[config.mk]
export PLATFORM = sky130hd
export DESIGN_NAME = sleep_subsys_top
export DESIGN_NICKNAME = d
export VERILOG_FILES = /design/src/logic/power_pkg.sv /design/src/logic/irq_wake_sync.sv /design/src/logic/power_csr.sv /design/src/logic/power_ctrl.sv /design/src/logic/sleep_subsys_top.sv /design/src/logic/stall_tracker.sv
export SDC_FILE = /design/constraint.sdc
export NUM_CORES = 1
export LEC_CHECK = 0
export BUFFER_PORTS_ARGS = -buffer_cell sky130_fd_sc_hd__buf_2
export CAP_MARGIN = 5
export CORE_UTILIZATION = 54
export DETAILED_ROUTE_END_ITERATION = 8
export PLACE_DENSITY = 0.83
export SYNTH_ARGS = -nofsm -noshare
export SYNTH_HDL_FRONTEND = slang
export SYNTH_SLANG_ARGS = --single-unit
[constraint.sdc]
create_clock -name clk_always_on -period 2.5 [get_ports clk_always_on]
set_input_delay 0.125 -clock clk_always_on [delete_from_list [all_inputs] [get_ports clk_always_on]]
set_output_delay 0.125 -clock clk_always_on [all_outputs]
set_load 0.005 [all_outputs]
[src/logic/power_pkg.sv]
// power_pkg: shared types and default parameters for the sleep and wake controller

`default_nettype none

package power_pkg;

	// -------------------------------------------------------------------------
	// configuration and status
	// -------------------------------------------------------------------------

	// power policy as the core writes it
	// allow_sleep_on_block only matters when one of the other two bits is set
	typedef struct packed {
		logic allow_sleep_on_block;
		logic allow_power_down;
		logic allow_sleep;
	} power_cfg_t;

	// stall levels seen from the pipeline, never both set at the same time
	typedef struct packed {
		logic sleeping_on_block;
		logic sleeping_on_wfi;
	} stall_status_t;

	// wake/sleep FSM encoding
	// the two entering states wait on the fabric acknowledge
	typedef enum logic [1:0] {
		power_awake        = 2'h0,
		power_enter_asleep = 2'h1,
		power_asleep       = 2'h2,
		power_enter_awake  = 2'h3
	} power_state_t;

	// -------------------------------------------------------------------------
	// default parameter values
	// -------------------------------------------------------------------------

	localparam int unsigned default_num_irq = 8;
	// quiet fetch cycles before the front end counts as drained
	localparam int unsigned default_drain_cycles = 3;

endpackage

`default_nettype wire

[src/logic/irq_wake_sync.sv]
// irq_wake_sync: two-stage interrupt synchronizer with mask, giving the WFI wake request level

`default_nettype none

module irq_wake_sync #(
	parameter int unsigned num_irq = power_pkg::default_num_irq
) (
	input  wire                 clk_always_on,
	input  wire                 rst_n,

	// raw interrupt lines, may come from any clock domain
	input  wire [num_irq-1:0]   irq,
	// per-line enable, already in the clk_always_on domain
	input  wire [num_irq-1:0]   irq_mask,

	// high while any enabled interrupt is pending
	output logic                wfi_wakeup_req
);

	// -------------------------------------------------------------------------
	// synchronizer
	// -------------------------------------------------------------------------

	// first stage may go metastable, only the second stage is used
	logic [num_irq-1:0] irq_meta;
	logic [num_irq-1:0] irq_sync;
	logic [num_irq-1:0] irq_pending;

	// these flops sit on the free-running clock, so interrupts are still
	// sampled while the core clock is gated off
	always_ff @(posedge clk_always_on or negedge rst_n) begin
		if (!rst_n) begin
			irq_meta <= '0;
			irq_sync <= '0;
		end else begin
			irq_meta <= irq;
			irq_sync <= irq_meta;
		end
	end

	// -------------------------------------------------------------------------
	// masking and reduction
	// -------------------------------------------------------------------------

	// the mask is applied after the synchronizer, so enabling a line that is
	// already high raises the request in the same cycle
	assign irq_pending = irq_sync & irq_mask;

	// the request is a level and stays up for as long as the line is held
	// the FSM only looks at it while a WFI or block stall is present
	assign wfi_wakeup_req = |irq_pending;

	// an irq edge shows up here two clk_always_on edges later, which is the
	// whole latency of this block

endmodule

`default_nettype wire

[src/logic/power_csr.sv]
// power_csr: policy register for sleep, power down and sleep-on-block, loaded by a write strobe

`default_nettype none

module power_csr (
	input  wire                        clk_always_on,
	input  wire                        rst_n,

	// one-cycle write strobe from the core, with the new policy alongside
	input  wire                        cfg_wr,
	input  wire power_pkg::power_cfg_t cfg_wdata,

	// registered policy, read back by the core and used by the FSM
	output power_pkg::power_cfg_t      cfg
);

	// -------------------------------------------------------------------------
	// write data cleanup
	// -------------------------------------------------------------------------

	power_pkg::power_cfg_t cfg_next;
	logic                  deep_allowed;

	// a deep state exists only if sleep or power down is allowed
	assign deep_allowed = cfg_wdata.allow_sleep | cfg_wdata.allow_power_down;

	// sleep-on-block is stored as zero when there is no deep state to use,
	// so a block stall never targets a state the policy forbids
	always_comb begin
		cfg_next = cfg_wdata;
		cfg_next.allow_sleep_on_block = cfg_wdata.allow_sleep_on_block & deep_allowed;
	end

	// -------------------------------------------------------------------------
	// policy register
	// -------------------------------------------------------------------------

	// all policy bits come up cleared, the core stays awake on any stall
	always_ff @(posedge clk_always_on or negedge rst_n) begin
		if (!rst_n) begin
			cfg <= '0;
		end else if (cfg_wr) begin
			cfg <= cfg_next;
		end
	end

endmodule

`default_nettype wire

[src/logic/power_ctrl.sv]
// power_ctrl: wake/sleep FSM driving the fabric power request, the clock enable and stall release

`default_nettype none

module power_ctrl (
	input  wire                           clk_always_on,
	input  wire                           rst_n,

	// policy from the register block
	input  wire power_pkg::power_cfg_t    cfg,

	// stall levels and the front end drain indication
	input  wire power_pkg::stall_status_t status,
	input  wire                           frontend_pwrdown_ok,

	// wake sources
	input  wire                           wfi_wakeup_req,
	input  wire                           block_wakeup_pulse,

	// four-phase pair to the fabric power switch
	// ack is assumed high coming out of reset, matching req
	output logic                          pwrup_req,
	input  wire                           pwrup_ack,

	// enable for the core clock gate, the gate may add one cycle of delay
	output logic                          clk_en,

	// one-cycle pulse that lets the stalled instruction move on
	output logic                          stall_release,

	// current FSM state, for observation only
	output power_pkg::power_state_t       state
);

	logic block_wakeup_req;
	logic any_stall;
	logic active_wake_req;
	logic deep_allowed;

	assign any_stall = status.sleeping_on_wfi | status.sleeping_on_block;

	// a wake source counts only while a stall it can end is held
	// a block stall also ends on an interrupt
	assign active_wake_req =
		(status.sleeping_on_block && (block_wakeup_req || wfi_wakeup_req)) ||
		(status.sleeping_on_wfi && wfi_wakeup_req);

	// block stalls go deep only when the policy says so
	assign deep_allowed = (cfg.allow_power_down || cfg.allow_sleep) &&
		(status.sleeping_on_wfi || cfg.allow_sleep_on_block);

	// -------------------------------------------------------------------------
	// wake/sleep FSM
	// -------------------------------------------------------------------------

	always_ff @(posedge clk_always_on or negedge rst_n) begin
		if (!rst_n) begin
			state         <= power_pkg::power_awake;
			pwrup_req     <= 1'b1;
			clk_en        <= 1'b1;
			stall_release <= 1'b0;
		end else begin
			// release is a single-cycle pulse unless set again below
			stall_release <= 1'b0;
			case (state)
				power_pkg::power_awake: begin
					if (!any_stall || stall_release) begin
						// nothing to do, or the released stall is leaving
						// the pipeline at the end of this cycle
						state <= power_pkg::power_awake;
					end else if (active_wake_req) begin
						// wake is already here, skip the deep states entirely
						stall_release <= 1'b1;
					end else if (deep_allowed && frontend_pwrdown_ok) begin
						// fetch is quiet, drop whatever the policy lets us drop
						pwrup_req <= !cfg.allow_power_down;
						clk_en    <= !cfg.allow_sleep;
						state     <= cfg.allow_power_down ?
							power_pkg::power_enter_asleep : power_pkg::power_asleep;
					end
					// otherwise hold the stall and stay awake, either the
					// policy forbids sleep or fetch has not drained yet
				end
				power_pkg::power_enter_asleep: begin
					// fabric confirms power down by lowering ack
					if (!pwrup_ack) begin
						state <= power_pkg::power_asleep;
					end
				end
				power_pkg::power_asleep: begin
					if (active_wake_req) begin
						pwrup_req <= 1'b1;
						clk_en    <= 1'b1;
						// clock-gate-only wakeups pass through here too,
						// which covers a gate cell with one cycle of delay
						state     <= power_pkg::power_enter_awake;
					end
				end
				power_pkg::power_enter_awake: begin
					// fabric confirms power up by raising ack
					// ack never fell if only the clock was gated
					if (pwrup_ack) begin
						state         <= power_pkg::power_awake;
						stall_release <= 1'b1;
					end
				end
				default: begin
					state <= power_pkg::power_awake;
				end
			endcase
		end
	end

	// -------------------------------------------------------------------------
	// sticky block wakeup
	// -------------------------------------------------------------------------

	// an unblock that arrives with no block stall pending is remembered,
	// so the next block stall falls straight through
	always_ff @(posedge clk_always_on or negedge rst_n) begin
		if (!rst_n) begin
			block_wakeup_req <= 1'b0;
		end else begin
			// a new pulse beats the clear, so an unblock landing on the
			// release cycle is not lost
			block_wakeup_req <= block_wakeup_pulse ||
				(block_wakeup_req && !(status.sleeping_on_block && stall_release));
		end
	end

endmodule

`default_nettype wire

[src/logic/sleep_subsys_top.sv]
// sleep_subsys_top: sleep and wake subsystem, joining policy register, irq sync, stall tracker and FSM

`default_nettype none

module sleep_subsys_top #(
	parameter int unsigned num_irq      = power_pkg::default_num_irq,
	parameter int unsigned drain_cycles = power_pkg::default_drain_cycles
) (
	input  wire                           clk_always_on,
	input  wire                           rst_n,

	// policy register write port
	input  wire                           cfg_wr,
	input  wire power_pkg::power_cfg_t    cfg_wdata,
	output power_pkg::power_cfg_t         cfg_rdata,

	// interrupts
	input  wire [num_irq-1:0]             irq,
	input  wire [num_irq-1:0]             irq_mask,

	// pipeline side
	input  wire                           wfi_strobe,
	input  wire                           block_strobe,
	input  wire                           fetch_busy,
	input  wire                           block_wakeup_pulse,
	output power_pkg::stall_status_t      status,
	output logic                          stall_release,

	// fabric power pair and clock gate enable
	output logic                          pwrup_req,
	input  wire                           pwrup_ack,
	output logic                          clk_en,

	output power_pkg::power_state_t       power_state
);

	logic wfi_wakeup_req;
	logic frontend_pwrdown_ok;

	// -------------------------------------------------------------------------
	// blocks
	// -------------------------------------------------------------------------

	power_csr power_csr_i (
		.clk_always_on (clk_always_on),
		.rst_n         (rst_n),
		.cfg_wr        (cfg_wr),
		.cfg_wdata     (cfg_wdata),
		.cfg           (cfg_rdata)
	);

	irq_wake_sync #(
		.num_irq (num_irq)
	) irq_wake_sync_i (
		.clk_always_on  (clk_always_on),
		.rst_n          (rst_n),
		.irq            (irq),
		.irq_mask       (irq_mask),
		.wfi_wakeup_req (wfi_wakeup_req)
	);

	stall_tracker #(
		.drain_cycles (drain_cycles)
	) stall_tracker_i (
		.clk_always_on       (clk_always_on),
		.rst_n               (rst_n),
		.wfi_strobe          (wfi_strobe),
		.block_strobe        (block_strobe),
		.fetch_busy          (fetch_busy),
		.stall_release       (stall_release),
		.status              (status),
		.frontend_pwrdown_ok (frontend_pwrdown_ok)
	);

	// the registered policy feeds the FSM and the read port alike
	power_ctrl power_ctrl_i (
		.clk_always_on       (clk_always_on),
		.rst_n               (rst_n),
		.cfg                 (cfg_rdata),
		.status              (status),
		.frontend_pwrdown_ok (frontend_pwrdown_ok),
		.wfi_wakeup_req      (wfi_wakeup_req),
		.block_wakeup_pulse  (block_wakeup_pulse),
		.pwrup_req           (pwrup_req),
		.pwrup_ack           (pwrup_ack),
		.clk_en              (clk_en),
		.stall_release       (stall_release),
		.state               (power_state)
	);

endmodule

`default_nettype wire

[src/logic/stall_tracker.sv]
// stall_tracker: WFI and block stall levels, plus the fetch drain counter for power-down safety

`default_nettype none

module stall_tracker #(
	parameter int unsigned drain_cycles = power_pkg::default_drain_cycles
) (
	input  wire                           clk_always_on,
	input  wire                           rst_n,

	// one-cycle strobes when a WFI or block instruction reaches the stall point
	input  wire                           wfi_strobe,
	input  wire                           block_strobe,
	// high while the fetch unit still has requests in flight
	input  wire                           fetch_busy,
	// one-cycle release from the FSM
	input  wire                           stall_release,

	output power_pkg::stall_status_t      status,
	output logic                          frontend_pwrdown_ok
);

	// counter must hold drain_cycles itself, and never be zero bits wide
	localparam int unsigned cnt_w = (drain_cycles < 1) ? 1 : $clog2(drain_cycles + 1);

	logic             any_stall;
	logic [cnt_w-1:0] quiet_cnt;
	logic             drained;

	assign any_stall = status.sleeping_on_wfi | status.sleeping_on_block;

	// -------------------------------------------------------------------------
	// stall levels
	// -------------------------------------------------------------------------

	// a strobe is dropped while any level is held, so the two stay exclusive
	// WFI wins if both strobes come together, which the pipeline should not do
	always_ff @(posedge clk_always_on or negedge rst_n) begin
		if (!rst_n) begin
			status <= '0;
		end else if (any_stall) begin
			// the held level drops at the end of the release cycle
			if (stall_release) begin
				status <= '0;
			end
		end else if (wfi_strobe) begin
			status.sleeping_on_wfi <= 1'b1;
		end else if (block_strobe) begin
			status.sleeping_on_block <= 1'b1;
		end
	end

	// -------------------------------------------------------------------------
	// fetch drain counter
	// -------------------------------------------------------------------------

	assign drained = (quiet_cnt == cnt_w'(drain_cycles));

	// counts consecutive quiet fetch cycles during a stall and saturates,
	// any fetch activity or the end of the stall starts it again
	always_ff @(posedge clk_always_on or negedge rst_n) begin
		if (!rst_n) begin
			quiet_cnt <= '0;
		end else if (fetch_busy || !any_stall) begin
			quiet_cnt <= '0;
		end else if (!drained) begin
			quiet_cnt <= quiet_cnt + 1'b1;
		end
	end

	// only meaningful while a stall is held
	assign frontend_pwrdown_ok = any_stall & drained;

endmodule

`default_nettype wire

==> impl_metrics.ini <==
[worst_hold_path]
hold_depth = 3
worst_hold_path_type = primary input to flop

[synthesis]
most_instantiated_library_cell_after_synthesis = sky130_fd_sc_hd__dfrtp_1
fraction_of_the_mapped_netlist_area_in_compound_gates_pct = 17.6
synth_flop_cell = sky130_fd_sc_hd__dfrtp_1
synthAdderAreaFrac_pct = 5.98
synthTopCellsByArea = sky130_fd_sc_hd__dfrtp_1 (54%), sky130_fd_sc_hd__a22oi_4 (6.8%), sky130_fd_sc_hd__ha_1 (6.0%)
seq_area_frac_synth_pct = 58.0
synth_edf_count = 0
synth_warnings = 0
synth_cell_type_count = 28
synth.cell_area_um2 = 1260
synth.net_count = 122
synth_top_family_by_area = compound AO/OA/AOI/OAI gates
asr_flop_ratio_synth_pct = 100
synth_xor_area_share_pct = 0.697
synth_area_per_cell_um2 = 14.1
top_cells_by_instance_count_after_synthesis = sky130_fd_sc_hd__dfrtp_1 (27), sky130_fd_sc_hd__inv_1 (8), sky130_fd_sc_hd__ha_1 (6), sky130_fd_sc_hd__mux2i_1 (6)
synth_top_cell_by_area = sky130_fd_sc_hd__dfrtp_1
synthesis_stage_register_bit_count = 29
netlist.area_leader.share_pct = 53.8
yosys.area_share.simple_pct = 7.47
netlist_instances = 89
synth.mux.area_fraction_pct = 7.47

[clock_tree]
clock_sinks = 29
clock_tree.root_cell = sky130_fd_sc_hd__clkbuf_4
clock_insertion_delay_worst_skew_ns = 0.31
clkSlewWorstSetupHoldPaths_ns = 0.09
max-clock-path-buffers = 2
clock_tree.htree_level_count = 2
post_cts_resize_count = 0
cts_buffers = 5
post_cts_buffers = 0
cts_tree = yes

[pwr]
max-vdd-ir-drop_uv = 607
power.total_uw = 1480
static-leakage-power_uw = 0.000812
power_density_nw_per_um2 = 910

[global_route]
grt_overflow_total = 0
maximum_number_of_pins_on_one_net_before_global_route_repair = 30
grt_first_pass_wirelength_um = 4080
via_count_of_the_first_global_routing_pass = 948
grt_util_all_layers_pct = 23.1
grt_antenna_before_repair = 0

[worst_setup_path]
cpMaxStageDelayCell = sky130_fd_sc_hd__dfrtp_1
rr_worst_depth = 6
cp_top_family = simple AND/OR/NAND/NOR gates
path_cells = inv_1 -> ha_1 -> nand2_1 -> nor4_4 -> a2bb2oi_1 -> o22a_1
crit_path_max_incr_delay_ns = 0.43
worstSetupEndpointType = flop
critPathLaunchType = flop
buffering_stage_count_on_the_worst_path_with_inverters_included = 1
maximum_fanout_encountered_on_the_critical_timing_path = 4
cp_data_arrival_time_ns = 2.11
crit_cells = 6
critPathRequiredTime_ns = 2.77
setup.worst_path.class = flop to flop

[timing]
setup_viol = 0
slew_viol_final = 0
setup_tns_after_final_layout_ns = 0
finalWorstSetupSlack_ns = 0.657
timing_worst_slew_pin_value_ns = 0.613
grt_setup_unrepaired = no
maxSlewHeadroom_pct = 59.1
final_min_period_over_clock_period_pct = 73.7
timing.final.hold_violations = 0
finalCriticalPeriod_ns = 1.84
max_freq_mhz = 542
clock-skew-final_ns = 0.0107
worst_hold_slack_ns = 0.0285

[drt]
drt-total-wl_um = 2500
first_iter_violations = 18
route.antenna.remaining_nets = 0
avgViaCountPerCell = 5.20
num_vias = 890
dr.pass1.iters = 4
number_of_drc_violations_after_detailed_routing = 0
routed_wire_length_per_instance_um = 14.6

[placed_design]
place_worst_setup_slack_ns = 0.710
gp_routability_congestion = 0.796
dp.final_hpwl_um = 1940
placed_cells_incl_taps = 152
port_buffer_cells = 36

[die]
num_io_pins = 37
core_area_um2 = 2210
initial_utilization_pct = 56.8
rows = 17
dieHeight_um = 50.2
die_width_um = 50.2
design.die.area_um2 = 2520

[outcome]
result_of_the_run = finished, final reports clean

[cells_and_area]
num_antenna_cells = 0
fillerInstances = 153
final_layout_size_suffix_gt1_share_pct = 39.2
fin_cells = 171
finish.net_count = 175
areaGrowthSynthToFinish_pct = 29.6

[run]
maxCapViolCount = 0
-- worst reg2reg max path: cells and delay by family, from the launching register on --
| family | cells | cell delay (ns) |
|---|---|---|
| buffers and inverters | 1 | 0.15 |
| adders and majority gates | 1 | 0.23 |
| and+or+nand+nor | 2 | 0.55 |
| AOI/OAI and AO/OA | 2 | 0.43 |
| DFF | 1 | 0.43 |
-- per-stage QoR --
| step | area (um^2) | utilization, % |
|---|---|---|
| finish | 1630 | 73.6 |
| global route | 1630 | 73.6 |
| CTS | 1620 | 73.1 |
| detailed placement | 1470 | 66.3 |
| global placement | 1470 | 66.3 |
| floorplan | 1260 | - |
-- per-layer routing --
layer  wire [um]  GRT usage (%)
met3         133           6.67
met4          13           9.05
met2        1370           40.9
met5           0              0
met1         982           25.9
-- state kept, by name (all words and copies together) (netlist names), 2 cells and up --
name	cells
power_csr_i.cfg	3
stall_tracker_i.quiet_cnt	2
irq_wake_sync_i.irq_meta	8
power_ctrl_i.state	2
irq_wake_sync_i.irq_sync	8
stall_tracker_i.status	2
-- layout by cell type (no fill, tap or decap), types with 2 or more instances in the layout --
cell / n
sky130_fd_sc_hd__ha_1: 6
sky130_fd_sc_hd__inv_1: 8
sky130_fd_sc_hd__clkinv_2: 2
sky130_fd_sc_hd__a22oi_4: 4
sky130_fd_sc_hd__o22a_1: 2
sky130_fd_sc_hd__clkbuf_4: 5
sky130_fd_sc_hd__dlygate4sd3_1: 11
sky130_fd_sc_hd__nor2_1: 2
sky130_fd_sc_hd__dfstp_2: 2
sky130_fd_sc_hd__mux2i_1: 6
sky130_fd_sc_hd__nand2_1: 4
sky130_fd_sc_hd__buf_2: 36
sky130_fd_sc_hd__mux2_2: 3
sky130_fd_sc_hd__dfrtp_1: 27
sky130_fd_sc_hd__o211ai_1: 2
sky130_fd_sc_hd__a2bb2oi_1: 2
sky130_fd_sc_hd__o21ai_0: 3
sky130_fd_sc_hd__a21oi_1: 2
sky130_fd_sc_hd__nor3_1: 3
-- kinds of logic after synthesis --
logic type | count (synthesis)
AOI/OAI and AO/OA | 22
xor gates and xnor gates | 1
adders and majority gates | 6
buffers and inverters | 9
DFF | 29
muxes | 9
and+or+nand+nor | 13
-- report_power, final --
group          switching [uW]  leakage [uW]  internal (uW)  total (uW)
Combinational             288      0.000439            270         558
Sequential               92.8      0.000341            570         663
Clock                     152     0.0000320            107         259
Total                     533      0.000812            948        1480
-- worst paths after layout --
kind,to,from,slack (ns)
max,power_ctrl_i.clk_en,power_ctrl_i.state[0],0.66
min,stall_tracker_i.status[0],wfi_strobe,0.03
max reg2reg,power_ctrl_i.clk_en,power_ctrl_i.state[0],0.66
min reg2reg,irq_wake_sync_i.irq_sync[1],irq_wake_sync_i.irq_meta[1],0.35
max in group asynchronous,irq_wake_sync_i.irq_meta[3],rst_n,1.73
min in group asynchronous,power_ctrl_i.stall_release,rst_n,0.36
-- cell type report --
cell class / count / area [um^2] / area share (%)
Clock buffer: 6 / 41.3 / 2.54
Multi-Input combinational cell: 51 / 493 / 30.3
Sequential cell: 29 / 728 / 44.7
Tap cell: 28 / 35.0 / 2.15
Inverter: 8 / 30.0 / 1.84
Clock inverter: 2 / 10.0 / 0.615
Timing Repair Buffer: 47 / 290 / 17.8
-- what timing repair did --
item                                    in CTS  in global routing
endpoints found under the setup margin       0                  0
endpoints found under the hold margin       37                  1
hold buffers                                10                  1
Note: power is estimated with default switching activity, not from simulation.
